===== src/hw/fpu16_defs.svh =====
// Binary16 format constants.
// Field widths, exponent bias and the all-ones exponent used for infinity.

`ifndef FPU16_DEFS_SVH
`define FPU16_DEFS_SVH

// Exponent field width.
`define FP16_EXPW 5

// Stored fraction width, hidden bit excluded.
`define FP16_FRACW 10

// Exponent bias.
`define FP16_BIAS 15

// All-ones exponent. Marks infinity.
`define FP16_EXPMAX 31

`endif


===== src/hw/fpuPkg.sv =====
// Shared types for the binary16 unit.
// Operand layout, condition codes, opcodes and the packed result.

package fpuPkg;

  `include "fpu16_defs.svh"

  // IEEE binary16 operand.
  typedef struct packed {
    logic                    sign;
    logic [`FP16_EXPW-1:0]   exp;
    logic [`FP16_FRACW-1:0]  frac;
  } fp16_t;

  // Zero, carry, negative, overflow.
  typedef struct packed {
    logic z;
    logic c;
    logic n;
    logic v;
  } condCode_t;

  typedef enum logic [1:0] {
    opAdd,
    opSub,
    opMul
  } fpuOp_t;

  // Value and its flags travel together.
  typedef struct packed {
    fp16_t     value;
    condCode_t codes;
  } fpuResult_t;

endpackage


===== src/hw/fpu16.sv =====
// Binary16 arithmetic unit, top level.
// Operand capture on start, parallel add/sub and multiply paths,
// registered result stage.
`timescale 1ns/1ps

module fpu16 import fpuPkg::*; (
  input  logic       clock,
  input  logic       reset,
  input  logic       start,
  input  fpuOp_t     op,
  input  fp16_t      operandA,
  input  fp16_t      operandB,
  output fpuResult_t result,
  output logic       done
);

  fpuOp_t     opReg;
  fp16_t      operandAReg;
  fp16_t      operandBReg;
  logic       issue;
  fpuResult_t addSubResult;
  fpuResult_t mulResult;

  // Capture operands on start.
  always_ff @(posedge clock) begin
    if (reset) begin
      opReg <= opAdd;
      operandAReg <= '0;
      operandBReg <= '0;
    end else if (start) begin
      opReg <= op;
      operandAReg <= operandA;
      operandBReg <= operandB;
    end
  end

  // Issue follows start by one cycle.
  always_ff @(posedge clock) begin
    if (reset) begin
      issue <= 1'b0;
    end else begin
      issue <= start;
    end
  end

  fpuAddSub16 addSub_i (
    .sub   (opReg == opSub),
    .fpuIn1(operandAReg),
    .fpuIn2(operandBReg),
    .result(addSubResult)
  );

  fpuMul16 mul_i (
    .fpuIn1(operandAReg),
    .fpuIn2(operandBReg),
    .result(mulResult)
  );

  fpuResultSelect resultSelect_i (
    .clock       (clock),
    .reset       (reset),
    .issue       (issue),
    .op          (opReg),
    .addSubResult(addSubResult),
    .mulResult   (mulResult),
    .result      (result),
    .done        (done)
  );

endmodule


===== src/hw/fpuAddSub16.sv =====
// Binary16 adder and subtracter.
// Magnitude sort, alignment with sticky, significand add or subtract,
// normalization and condition codes.
`timescale 1ns/1ps
`include "fpu16_defs.svh"

module fpuAddSub16 import fpuPkg::*; (
  input  logic       sub,
  input  fp16_t      fpuIn1,
  input  fp16_t      fpuIn2,
  output fpuResult_t result
);

  // Hidden bit, fraction and a fraction-wide extension.
  localparam int extW = 2 * `FP16_FRACW + 1;

  logic                  effSign2;
  logic                  swap;
  fp16_t                 largeNum;
  fp16_t                 smallNum;
  logic                  largeSign;
  logic                  smallSign;
  logic [`FP16_EXPW-1:0] largeExp;
  logic [`FP16_EXPW-1:0] smallExp;
  logic [`FP16_EXPW-1:0] expDiff;
  logic [extW-1:0]       largeExt;
  logic [extW-1:0]       smallExt;
  logic [extW-1:0]       smallAligned;
  logic                  alignSticky;
  logic [extW:0]         sum;
  logic                  exactZero;
  logic                  normSign;
  fp16_t                 normalized;

  // Subtraction flips the second operand's sign.
  assign effSign2 = fpuIn2.sign ^ sub;

  // Larger magnitude goes on top.
  assign swap = {fpuIn2.exp, fpuIn2.frac} > {fpuIn1.exp, fpuIn1.frac};
  assign largeNum = swap ? fpuIn2 : fpuIn1;
  assign smallNum = swap ? fpuIn1 : fpuIn2;
  assign largeSign = swap ? effSign2 : fpuIn1.sign;
  assign smallSign = swap ? fpuIn1.sign : effSign2;

  // Subnormals count as exponent 1.
  assign largeExp = (largeNum.exp == '0) ? `FP16_EXPW'(1) : largeNum.exp;
  assign smallExp = (smallNum.exp == '0) ? `FP16_EXPW'(1) : smallNum.exp;
  assign expDiff = largeExp - smallExp;

  assign largeExt = {largeNum.exp != '0, largeNum.frac, `FP16_FRACW'(0)};
  assign smallExt = {smallNum.exp != '0, smallNum.frac, `FP16_FRACW'(0)};

  // Align small significand, keep what falls off as sticky.
  assign smallAligned = smallExt >> expDiff;
  assign alignSticky = |(smallExt & ~({extW{1'b1}} << expDiff));

  // Sticky borrows one unit on subtraction so the rounding stays exact.
  assign sum = (largeSign == smallSign) ?
               ({1'b0, largeExt} + {1'b0, smallAligned}) :
               ({1'b0, largeExt} - {1'b0, smallAligned} - (extW + 1)'(alignSticky));

  // Exact zero is +0 unless both effective signs are negative.
  assign exactZero = (sum == '0) & ~alignSticky;
  assign normSign = exactZero ? (largeSign & smallSign) : largeSign;

  fpuNormalizer16 #(
    .PFW(2 * `FP16_FRACW)
  ) normalizer_i (
    .unnormSign(normSign),
    .unnormInt (sum[extW:extW-1]),
    .unnormFrac(sum[extW-2:0]),
    .unnormExp ({2'b00, largeExp}),
    .sticky    (alignSticky),
    .normOut   (normalized)
  );

  assign result.value = normalized;
  assign result.codes.z = (normalized.exp == '0) & (normalized.frac == '0);
  // Carry out of the integer position.
  assign result.codes.c = sum[extW];
  assign result.codes.n = normalized.sign;
  assign result.codes.v = normalized.exp == `FP16_EXPW'(`FP16_EXPMAX);

endmodule


===== src/hw/fpuMul16.sv =====
// Binary16 multiplier.
// Significand product, exponent sum, normalization and condition codes.
`timescale 1ns/1ps
`include "fpu16_defs.svh"

module fpuMul16 import fpuPkg::*; (
  input  fp16_t      fpuIn1,
  input  fp16_t      fpuIn2,
  output fpuResult_t result
);

  localparam int sigW = `FP16_FRACW + 1;
  localparam int prodW = 2 * sigW;

  logic [sigW-1:0]       sig1;
  logic [sigW-1:0]       sig2;
  logic [`FP16_EXPW-1:0] exp1;
  logic [`FP16_EXPW-1:0] exp2;
  logic [prodW-1:0]      product;
  logic signed [6:0]     prodExp;
  fp16_t                 normalized;

  // Hidden bit only for normal operands.
  assign sig1 = {fpuIn1.exp != '0, fpuIn1.frac};
  assign sig2 = {fpuIn2.exp != '0, fpuIn2.frac};

  // Subnormals count as exponent 1.
  assign exp1 = (fpuIn1.exp == '0) ? `FP16_EXPW'(1) : fpuIn1.exp;
  assign exp2 = (fpuIn2.exp == '0) ? `FP16_EXPW'(1) : fpuIn2.exp;

  // Two integer bits and twice the fraction width.
  assign product = prodW'(sig1) * prodW'(sig2);

  // Can go negative for small operands.
  assign prodExp = 7'(exp1) + 7'(exp2) - 7'(`FP16_BIAS);

  // Product is exact, so no sticky.
  fpuNormalizer16 #(
    .PFW(prodW)
  ) normalizer_i (
    .unnormSign(fpuIn1.sign ^ fpuIn2.sign),
    .unnormInt (product[prodW-1 -: 2]),
    .unnormFrac({product[prodW-3:0], 2'b00}),
    .unnormExp (prodExp),
    .sticky    (1'b0),
    .normOut   (normalized)
  );

  assign result.value = normalized;
  assign result.codes.z = (normalized.exp == '0) & (normalized.frac == '0);
  // No carry flag for multiply.
  assign result.codes.c = 1'b0;
  assign result.codes.n = normalized.sign;
  assign result.codes.v = normalized.exp == `FP16_EXPW'(`FP16_EXPMAX);

endmodule


===== src/hw/fpuNormalizer16.sv =====
// Normalizer for binary16 results.
// Leading-one search, alignment with subnormal bound, nearest-even rounding,
// overflow saturation and packing.
`timescale 1ns/1ps
`include "fpu16_defs.svh"

module fpuNormalizer16 import fpuPkg::*; #(
  parameter int PFW = 20
) (
  input  logic              unnormSign,
  input  logic [1:0]        unnormInt,
  input  logic [PFW-1:0]    unnormFrac,
  input  logic signed [6:0] unnormExp,
  input  logic              sticky,
  output fp16_t             normOut
);

  localparam int sigW = PFW + 2;
  localparam int mantW = `FP16_FRACW + 1;
  // Guard bit sits just below the last kept fraction bit.
  localparam int guardPos = PFW - `FP16_FRACW - 1;
  localparam logic signed [7:0] expMax = 8'(`FP16_EXPMAX);

  logic [sigW-1:0]        sig;
  logic signed [7:0]      leadPos;
  logic signed [7:0]      expIn;
  logic signed [7:0]      normShift;
  logic signed [7:0]      subShift;
  logic signed [7:0]      rShift;
  logic [7:0]             shAmt;
  logic [sigW-1:0]        shifted;
  logic                   lostBits;
  logic [mantW-1:0]       mant;
  logic                   guardBit;
  logic                   roundBit;
  logic                   stickyAll;
  logic                   roundUp;
  logic [mantW:0]         rounded;
  logic signed [7:0]      expNorm;
  logic signed [7:0]      expRound;
  logic [`FP16_FRACW-1:0] fracRound;

  assign sig = {unnormInt, unnormFrac};
  assign expIn = 8'(unnormExp);

  // Highest set bit of the significand.
  always_comb begin
    leadPos = '0;
    for (int i = 0; i < sigW; i++) begin
      if (sig[i]) begin
        leadPos = 8'(i);
      end
    end
  end

  // Right shift that lands the leading one on the hidden bit.
  assign normShift = leadPos - 8'(PFW);
  // Smallest shift that keeps the exponent at 1.
  assign subShift = 8'sd1 - expIn;
  // Whichever is larger wins, so tiny values go subnormal.
  assign rShift = (normShift > subShift) ? normShift : subShift;
  assign shAmt = rShift[7] ? 8'(-rShift) : rShift;

  always_comb begin
    if (rShift[7]) begin
      shifted = sig << shAmt;
      lostBits = 1'b0;
    end else begin
      shifted = sig >> shAmt;
      // Bits pushed below the field feed the sticky.
      lostBits = |(sig & ~({sigW{1'b1}} << shAmt));
    end
  end

  // Hidden bit plus stored fraction, then guard, round, sticky.
  assign mant = shifted[PFW -: mantW];
  assign guardBit = shifted[guardPos];
  assign roundBit = shifted[guardPos - 1];
  assign stickyAll = (|shifted[guardPos - 2:0]) | lostBits | sticky;
  // Ties go to the even mantissa.
  assign roundUp = guardBit & (roundBit | stickyAll | mant[0]);
  assign rounded = {1'b0, mant} + (mantW + 1)'(roundUp);

  assign expNorm = expIn + rShift;

  always_comb begin
    if (rounded[mantW]) begin
      // Rounding carried to 2.0, renormalize.
      expRound = expNorm + 8'sd1;
      fracRound = rounded[mantW-1:1];
    end else begin
      // No hidden bit means subnormal or zero.
      expRound = rounded[mantW-1] ? expNorm : 8'sd0;
      fracRound = rounded[`FP16_FRACW-1:0];
    end
  end

  always_comb begin
    normOut.sign = unnormSign;
    if (expRound >= expMax) begin
      // Saturate to signed infinity.
      normOut.exp = `FP16_EXPW'(`FP16_EXPMAX);
      normOut.frac = '0;
    end else begin
      normOut.exp = expRound[`FP16_EXPW-1:0];
      normOut.frac = fracRound;
    end
  end

endmodule


===== src/hw/fpuResultSelect.sv =====
// Result stage.
// Picks the multiplier or adder result by opcode and registers it
// together with the done strobe.
`timescale 1ns/1ps

module fpuResultSelect import fpuPkg::*; (
  input  logic       clock,
  input  logic       reset,
  input  logic       issue,
  input  fpuOp_t     op,
  input  fpuResult_t addSubResult,
  input  fpuResult_t mulResult,
  output fpuResult_t result,
  output logic       done
);

  fpuResult_t chosen;

  // Add and subtract share one path.
  assign chosen = (op == opMul) ? mulResult : addSubResult;

  // Result only moves on issue, so it holds until the next done.
  always_ff @(posedge clock) begin
    if (reset) begin
      result <= '0;
    end else if (issue) begin
      result <= chosen;
    end
  end

  // One done per issue, one cycle later.
  always_ff @(posedge clock) begin
    if (reset) begin
      done <= 1'b0;
    end else begin
      done <= issue;
    end
  end

endmodule


===== config.mk =====
export PLATFORM = sky130hd
export DESIGN_NAME = fpu16
export DESIGN_NICKNAME = d
export VERILOG_FILES = /design/src/hw/fpuPkg.sv /design/src/hw/fpu16.sv /design/src/hw/fpuAddSub16.sv /design/src/hw/fpuMul16.sv /design/src/hw/fpuNormalizer16.sv /design/src/hw/fpuResultSelect.sv
export VERILOG_INCLUDE_DIRS = /design/src /design/src/hw
export SDC_FILE = /design/constraint.sdc
export NUM_CORES = 1
export LEC_CHECK = 0
export ABC_AREA = 1
export ABC_CLOCK_PERIOD_IN_PS = 12600
export CAP_MARGIN = 15
export CORE_ASPECT_RATIO = 1.1
export CORE_MARGIN = 5
export CORE_UTILIZATION = 35
export CTS_CLUSTER_DIAMETER = 100
export CTS_CLUSTER_SIZE = 14
export DETAILED_ROUTE_END_ITERATION = 8
export DONT_BUFFER_PORTS = 1
export PLACE_DENSITY_LB_ADDON = 0.15
export SLEW_MARGIN = 20
export SYNTH_ARGS = -nofsm -noshare
export SYNTH_HDL_FRONTEND = slang
export SYNTH_SLANG_ARGS = --single-unit

===== constraint.sdc =====
create_clock -name clock -period 12.6 [get_ports clock]
set_input_delay 2.52 -clock clock [delete_from_list [all_inputs] [get_ports clock]]
set_output_delay 2.52 -clock clock [all_outputs]
set_load 0.03 [all_outputs]

# --- Word level (Yosys, flattened, before mapping) ---
# Cells that the tools add are included.
op_classes:
  bitwise_logic: 22
  shifts: 8
  n_mux: 70
  n_mul: 1
  n_reduce_logical: 18
  addsub: 18
  n_eq_ne: 5
  order_cmp: 5
op_table:
  columns: ["operator", "n"]
  rows:
  - ["$mux 8", 49]
  - ["$mux 15", 4]
  - ["$logic_not 5->1", 6]
  - ["$add 11x1->12", 2]
  - ["$and 24x24->24", 1]
  - ["$not 24->24", 1]
  - ["$reduce_or 24->1", 1]
  - ["$shl 24x8->23", 1]
  - ["$shl 24x8->24 const A", 1]
  - ["$shr 24x8->23", 1]
  - ["$mux 23", 1]
  - ["$add 21x21->22", 1]
  - ["$and 22x22->22", 1]
  - ["$logic_not 22->1", 1]
  - ["$mul 11x11->22", 1]
  - ["$mux 22", 1]
  - ["$not 22->22", 1]
  - ["$reduce_or 22->1", 1]
  - ["$shl 22x8->21", 1]
  - ["$shl 22x8->22 const A", 1]
  - ["$shr 22x8->21", 1]
  - ["$sub 21x21->22", 1]
  - ["$sub 22x1->22", 1]
  - ["$and 21x21->21", 1]
  - ["other kinds (36)", 66]
totals:
  reg_bits: 56
  in_bits: 37

# --- Depth between registers and ports, before layout ---
# Gate-level depths: netlist (run 1).
depth:
  ltp_word: 55
  depth_mapped: 98

# --- Hierarchy ---
# Synthesis (run 1) repeated with hierarchy kept, for this count alone.
unflattened:
  cells_unflattened: 3751
  hier_area_um2: 21001.4
modules_own_cells:
  columns: ["module", "instances", "cells_each", "area_per_inst_um2"]
  rows:
  - ["fpuNormalizer16 (mul_i.normalizer_i)", 1, 946, 4832.1]
  - ["fpuMul16", 1, 693, 4717.0]
  - ["fpuNormalizer16 (addSub_i.normalizer_i)", 1, 913, 4573.1]
  - ["fpuAddSub16", 1, 799, 4344.2]
  - ["fpu16", 1, 221, 1431.4]
  - ["fpuResultSelect", 1, 179, 1103.6]

# --- Worst setup path before layout (run 1) ---
# Ideal clock, no wire load.
synth_path:
  path_kind: "register to register"
  from: "reg operandBReg[14] in the netlist's numbering"
  to: "reg, netlist name resultSelect_i.result[3]"
  setup_slack_ns: 0.942
  t_arrival_ns: 11.591
  period_less_slack_ns: 11.658
  stages_incl_launch_ff: 87
  cell_sequence: "dfxtp_1 inv_1 ha_1 nor2_1 nand3_1 nor2_2 nand2_1 nand2_2 nand2_4 buf_8 buf_8 o21ai_0 nor2_1 nand2_1 nor2_1 nor2_1 ha_1 inv_1 [51 not listed] nand3_1 nand3_1 nor2_2 nand2_1 nor2_2 nand3_4 buf_6 nand2_1 nand2_1 nor2_2 nand3_2 nand2_4 inv_2 nand2_1 nand2_1 nor2_1 nand2_1 a21oi_2"
synth_via:
  elab_chain_len: 55
synth_lines:
  columns: ["element", "line", "text"]
  rows:
  - ["start: declaration", "fpu16.sv:19", "fp16_t operandBReg;"]
  - ["start signal: assignment", "fpu16.sv:33", "operandBReg <= operandB;"]
  - ["branches (longest 54 deep; another with $sub 21x21->22)", null, null]
  - ["$mux 20 *", "fpuResultSelect.sv:20", "assign chosen = (op == opMul) ? mulResult : addSubResult;"]
# Mark *: on every way between the ends.
# A chain may end at the register's enable or synchronous reset.

# --- Worst setup path after layout (run 1) ---
layout_path:
  from: "reg operandBReg[10] in the netlist's numbering"
  to: "reg, netlist name resultSelect_i.result[3]"
layout_via:
  elab_chain_len: 55
layout_lines:
  columns: ["element", "line"]
  rows:
  - ["branches (longest 54 deep; another with $sub 21x21->22)", null]
  - ["$mux 20 *", "fpuResultSelect.sv:20"]
# Marks and branches as above.

==> metrics.csv, run 1 <==
stage,metric,value,unit
route,viasPerCell,5.229,
clocking,cts-buffers-inserted,5,
finish,fillers,6021,
yosys,synthTopCellsByArea,"nand2_1 19%, ha_1 12%, nand3_1 12%",
route,ant_nets,0,
grt,track_usage,22.38,%
die,coreArea,53450,sq um
finish,multi_input_area,15320,sq um
yosys,ys.flop_type,dfxtp_1,
finish,nets,3610,
timing,hold_viol,0,
min_path,hp-class,reg -> reg,
yosys,synth_area_leader_cell,nand2_1,
yosys,ys_seq_area_share,5.855,%
grt,grt.overflow.total,0,
clocking,ctsRootBufferMaster,clkbuf_16,
clocking,clkLatencyLatePin,0.31,ns
finish,regArea,1124,sq um
timing,period_minus_slack,11.82,ns
critical_path,cp_slowest_cell,fa_1,
clocking,clk_pin_slew,0.07,ns
yosys,synthArstFlopShare,0,%
timing,slew_headroom,41.38,%
timing,clock_skew,0.006046,ns
clocking,htree_levels,2,
route,via_count,20900,
die,die_area,58470,sq um
timing,fin_crit_sh,93.84,%
timing,tns,0,ns
run,max_cap_violations,0,
place,finalWeightedCongestion,0.9401,
critical_path,r2r_cells,82,
yosys,postSynthAreaPerCell,5.689,sq um
grt,met1_usage,27.49,%
critical_path,path_common_cell,nand2_1,
grt,grt.met3_usage,0.7849,%
route,drtIter0Drc,1313,
die,row_count,89,
die,die_w,231.0,um
yosys,synth_edf_count,0,
clocking,clock_path_buffers,2,
die,io_pins,58,
finish,drive_above_1_share,10.88,%
timing,timing.fmax,84.57,MHz
clocking,clkSinkCount,55,
timing,setup-violations-final,0,
yosys,syn-cell-area,18810,sq um
yosys,synth_nets,3606,
yosys,synthCells,3306,
finish,fin_util,38.53,%
yosys,synth_warnings,0,
grt,gr-usage-met2,42.06,%
die,initial_utilization,35.18,%
critical_path,critical_path_class,reg -> reg,
critical_path,startpoint_type,flop,
route,route.detailed.drc,0,
grt,grt_max_degree,49,
grt,grt_pass1_wl,107600,um
route,firstDrtPassIters,5,
place,hpwl,56270,um
timing,maxSlewViolCount,0,
grt,top_usage_layer,met2,
die,dieHeight,253.1,um
route,routed_wl,67820,um
grt,grt_pass1_vias,20600,
yosys,yosysTopAreaCellShare,19.10,%
route,wl_per_cell,16.97,um
min_path,min_path_cells,2,
critical_path,endpoint_kind,flop,
place,portBuffers,0,
critical_path,arrival,12.07,ns
finish,synthToLayoutAreaGrowth,9.521,%
outcome,status,finished clean,
yosys,ys_types,68,
critical_path,path_max_fanout,8,
critical_path,slowest_delay,0.50,ns
finish,design_area,20600,sq um
clocking,tritoncts,built,
yosys,synth_seq_cells,55,
critical_path,required,12.84,ns
timing,tightestPinTransition,0.8726,ns
place,placed_cell_area,19870,sq um
grt,antenna_found_initial,11,
-- cells in the final DEF (no fill, tap or decap), types with 10 or more instances in the layout --
cell | Yosys | layout
nor3_1 | 28 | 25
o211ai_1 | 11 | 11
dfxtp_1 | 55 | 47
nor2_4 | 9 | 15
nand2_1 | 957 | 949
o21ai_1 | 30 | 33
o21ai_2 | 6 | 17
a21oi_2 | 5 | 13
inv_1 | 531 | 524
nand3_1 | 442 | 435
o21ai_0 | 158 | 144
xnor2_1 | 20 | 19
ha_1 | 180 | 177
nand4_1 | 46 | 46
nor2_1 | 180 | 166
inv_2 | 27 | 30
a31oi_1 | 12 | 12
a21oi_1 | 165 | 157
buf_4 | 12 | 121
nor2_2 | 18 | 26
or2_2 | 10 | 10
nand2_2 | 38 | 43
nand3_2 | 16 | 20
fa_1 | 83 | 83
xor2_1 | 46 | 43
-- final cells by class --
class,instances,share of cell area [%]
Antenna cell,6,0.07289
Clock buffer,6,0.6257
Inverter,561,10.33
Multi-Input combinational cell,2560,74.40
Sequential cell,55,5.455
Tap cell,682,4.143
Timing Repair Buffer,127,4.975
-- cell usage after synthesis, types with 4 or more instances --
| library cell | number |
|---|---|
| nand4_1 | 46 |
| buf_6 | 4 |
| nand2_2 | 38 |
| o21ai_2 | 6 |
| inv_2 | 27 |
| o21ai_0 | 158 |
| buf_1 | 9 |
| nor2_4 | 9 |
| nor3_1 | 28 |
| dfxtp_1 | 55 |
| nor2_1 | 180 |
| and2_1 | 5 |
| fa_1 | 83 |
| o31ai_1 | 9 |
| ha_1 | 180 |
| nand2_4 | 7 |
| xnor2_1 | 20 |
| a21oi_1 | 165 |
| nor4_1 | 5 |
| nand3_1 | 442 |
| or2_2 | 10 |
| buf_2 | 29 |
| a211oi_1 | 8 |
| o21bai_1 | 8 |
| a21boi_1 | 4 |
| o21ai_1 | 30 |
| o22ai_1 | 6 |
| buf_4 | 12 |
| o211ai_1 | 11 |
| nor2_2 | 18 |
| o21a_1 | 7 |
| inv_1 | 531 |
| xor2_1 | 46 |
| a31oi_1 | 12 |
| nand2_1 | 957 |
| nand3_2 | 16 |
| a21oi_2 | 5 |
| clkbuf_1 | 73 |
-- metal layers --
metal,part of all wire (%),vias to the layer above
li1,-,10610
met1,43,9727
met2,51,446
met3,2.9,115
met4,3.5,2
met5,0.019,-
-- cells by family after synthesis --
family,Yosys count,synth area share [%]
AOI/OAI and AO/OA,453,13.53
xor gates and xnor gates,69,3.393
and+or+nand+nor,1774,41.74
adders and majority gates,263,20.81
DFF,55,5.855
buffers and inverters,692,14.67
-- stage by stage --
step / setup slack (ns) / instances / hold slack [ns]
floorplan: 0.9422 / 3306 / 0.4537
global placement: 0.03593 / 3963 / 0.4693
detailed placement: -0.1337 / 3963 / 0.4731
CTS: 0.001508 / 3969 / 0.4838
global route: -0.07848 / 3993 / 0.5156
finish: 0.7756 / 3997 / 0.4810
-- path summary, 6_finish.rpt --
kind | endpoint | slack [ns] | start
setup / recovery | resultSelect_i.result[3] | 0.78 | operandBReg[10]
hold / removal | opReg[1] | 0.48 | opReg[1]
setup reg to reg | resultSelect_i.result[3] | 0.78 | operandBReg[10]
hold reg to reg | opReg[1] | 0.48 | opReg[1]
-- worst max-delay path: cells and delay by family, from the launching register on --
family / cells / cell delay (ns)
simple gates: 49 / 5.20
fa+ha+maj: 10 / 3.66
compound gates: 11 / 1.36
buf+inv: 11 / 0.81
flops: 1 / 0.41
xor+xnor: 1 / 0.26
-- sequential cells by signal, summed over array words and instances, names as in the netlist --
signal and flops:
operandBReg 16, resultSelect_i.done 1, resultSelect_i.result 19, operandAReg 16
issue 1, opReg 2
-- timing repair --
item	CTS	global route
hold buffers	0	0
setup endpoints to repair	6	17
setup buffers	0	20
gates cloned	0	2
pin swaps	0	27
gates resized for setup	5	112
Power of run 1 is not shown: default switching activity piles up to over one toggle a cycle in this logic, so the estimate is an artifact.
==> run 2: changes to the inputs <==
--- a/config.mk
+++ b/config.mk
@@ -6,8 +6,7 @@
 export SDC_FILE = /design/constraint.sdc
 export NUM_CORES = 1
 export LEC_CHECK = 0
-export ABC_AREA = 1
-export ABC_CLOCK_PERIOD_IN_PS = 12600
+export ABC_CLOCK_PERIOD_IN_PS = 11270
 export CAP_MARGIN = 15
 export CORE_ASPECT_RATIO = 1.1
 export CORE_MARGIN = 5
==> constraint.sdc (replaced) <==
create_clock -name clock -period 11.27 [get_ports clock]
set_input_delay 2.254 -clock clock [delete_from_list [all_inputs] [get_ports clock]]
set_output_delay 2.254 -clock clock [all_outputs]
set_load 0.03 [all_outputs]
==> metrics.csv, run 2 <==
stage,metric,value,unit
outcome,status,finished with violations,
outcome,failed_checks,setup timing,
critical_path,arrival,13.04,ns
critical_path,critical_path_class,reg -> reg,
place,finalWeightedCongestion,1.047,
grt,grt_max_degree,56,
critical_path,path_max_fanout,7,
route,route.detailed.drc,0,
timing,fin_ws,-1.532,ns
route,drtIter0Drc,2273,
route,ant_nets,0,
clocking,clock_path_buffers,2,
yosys,synthTopCellsByArea,"ha_1 11%, fa_1 7.8%, nor2_1 6.2%",
finish,regMostFlops,resultSelect_i.result,
finish,synthToLayoutAreaGrowth,52.42,%
critical_path,startpoint_type,flop,
timing,maxSlewViolCount,0,
place,placed_cell_area,29850,sq um
timing,period_minus_slack,12.80,ns
finish,layoutNonFillerInstCount,4818,
finish,drive_above_1_share,39.25,%
run,max_cap_violations,0,
timing,hold_viol,0,
timing,slew_headroom,32.26,%
finish,nets,4296,
yosys,synth_commonest_cells,"352 x nor2_1, 236 x nand2_1, 221 x inv_1",
grt,met1_usage,37.56,%
critical_path,endpoint_kind,flop,
clocking,htree_levels,2,
timing,fin_crit_sh,113.6,%
clocking,clk_pin_slew,0.08,ns
yosys,ys_types,119,
place,portBuffers,0,
place,hpwl,85780,um
die,initial_utilization,35.42,%
grt,grt.met3_usage,2.131,%
grt,antenna_found_initial,4,
die,coreArea,60100,sq um
yosys,synth_edf_count,0,
timing,tightestPinTransition,1.009,ns
die,die_w,245.1,um
place,dp_cells,4698,
yosys,postSynthAreaPerCell,7.011,sq um
yosys,synth_warnings,0,
critical_path,slowest_delay,0.59,ns
clocking,clkLatencyLatePin,0.32,ns
grt,top_usage_layer,met2,
timing,rsz0062_at_grt,true,
min_path,hp-class,reg -> reg,
finish,fin_util,53.99,%
route,firstDrtPassIters,5,
yosys,synth_seq_cells,55,
critical_path,path_common_cell,ha_4,
finish,fillers,5845,
yosys,syn-cell-area,21290,sq um
finish,layout_common_cells,"1086 x buf_4, 334 x nor2_1, 221 x nand2_1",
place,post-place-ws,-2.181,ns
die,dieHeight,268.7,um
finish,largest_reg_flops,19,
route,routed_wl,105600,um
clocking,ctsRootBufferMaster,clkbuf_16,
yosys,yosysTopAreaCellShare,10.58,%
route,viasPerCell,5.850,
timing,setup-violations-final,17,
grt,grt_pass1_wl,163500,um
clocking,cts-buffers-inserted,5,
clocking,clkSinkCount,55,
timing,timing.fmax,78.11,MHz
finish,design_area,32450,sq um
yosys,yosysMostFrequentCell,nor2_1,
die,row_count,94,
yosys,ys_seq_area_share,5.173,%
yosys,synthArstFlopShare,0,%
finish,final_common_cell,buf_4,
route,wl_per_cell,21.92,um
finish,reg_top3,"resultSelect_i.result x19, operandAReg x16, operandBReg x16",
die,die_area,65860,sq um
grt,track_usage,30.89,%
grt,grt_pass1_vias,28710,
route,via_count,28180,
clocking,tritoncts,built,
timing,clock_skew,0.007695,ns
critical_path,cp_slowest_cell,or4b_4,
yosys,synth_nets,3336,
clocking,cts.hold.buffers_added,0,
die,io_pins,58,
yosys,synthCells,3036,
yosys,synth_area_leader_cell,ha_1,
grt,gr-usage-met2,55.52,%
yosys,ys.flop_type,dfxtp_1,
grt,grt.overflow.total,0,
critical_path,required,11.51,ns
[run 2: path summary, 6_finish.rpt]
path	startpoint	end	slack, ns	depth (start not counted)
max	operandBReg[14]	resultSelect_i.result[3]	-1.53	60
max reg2reg	operandBReg[14]	resultSelect_i.result[3]	-1.53	60
min	opReg[0]	opReg[0]	0.53	2
min reg2reg	opReg[0]	opReg[0]	0.53	2
[run 2: timing repair]
action                     4_1_cts  5_1_grt
resized for setup              231      110
setup endpoints to repair       17       17
setup buffers                   78       26
pin swaps                      110       68
cloned                           3        2
[run 2: through the flow]
step / TNS, ns / hold WS [ns]
floorplan: -42.16 / 0.4604
global placement: -29.21 / 0.4848
detailed placement: -32.12 / 0.4990
CTS: -21.34 / 0.5349
global route: -33.25 / 0.6084
finish: -23.83 / 0.5269
[run 2: area by class of cell]
class	instances	area [sq um]	share of cell area, %
inverters	241	963.4	2.969
well taps	816	1021	3.147
clock inverters	1	5.005	0.01542
flip-flops and latches	55	1120	3.451
multi-input cells	2570	20510	63.20
clock buffers	7	163.9	0.5052
repair buffers	1123	8655	26.67
diodes	5	12.51	0.03856
[run 2: worst max-delay path: cells and delay by family, from the launching register on]
family                     cells  cell delay (ns)
and+or+nand+nor               14             3.36
xor gates and xnor gates       1             0.13
AOI/OAI and AO/OA             26             5.12
DFF                            1             0.36
buffers and inverters          8             1.05
muxes                          4             1.04
adders and majority gates      7             1.62
[run 2: layer usage]
metal,routed length (um),vias up
met4,6139,0
li1,-,13080
met1,42290,13690
met2,51350,1097
met5,0,-
met3,5810,322
[run 2: kinds of logic (layout without fill, tap and decap cells)]
family | count (synthesis) | after routing | share of synthesized area (%)
AO/OA/AOI/OAI | 954 | 955 | 31.37
XOR/XNOR | 91 | 91 | 3.815
adder cells (fa/ha/maj) | 266 | 266 | 18.53
buffers and inverters | 414 | 1372 | 7.806
flip-flops | 55 | 55 | 5.173
multiplexers | 149 | 149 | 7.582
other | 0 | 5 | 0
AND/OR/NAND/NOR | 1107 | 1109 | 25.73
Power of run 2 is left out for the same reason.
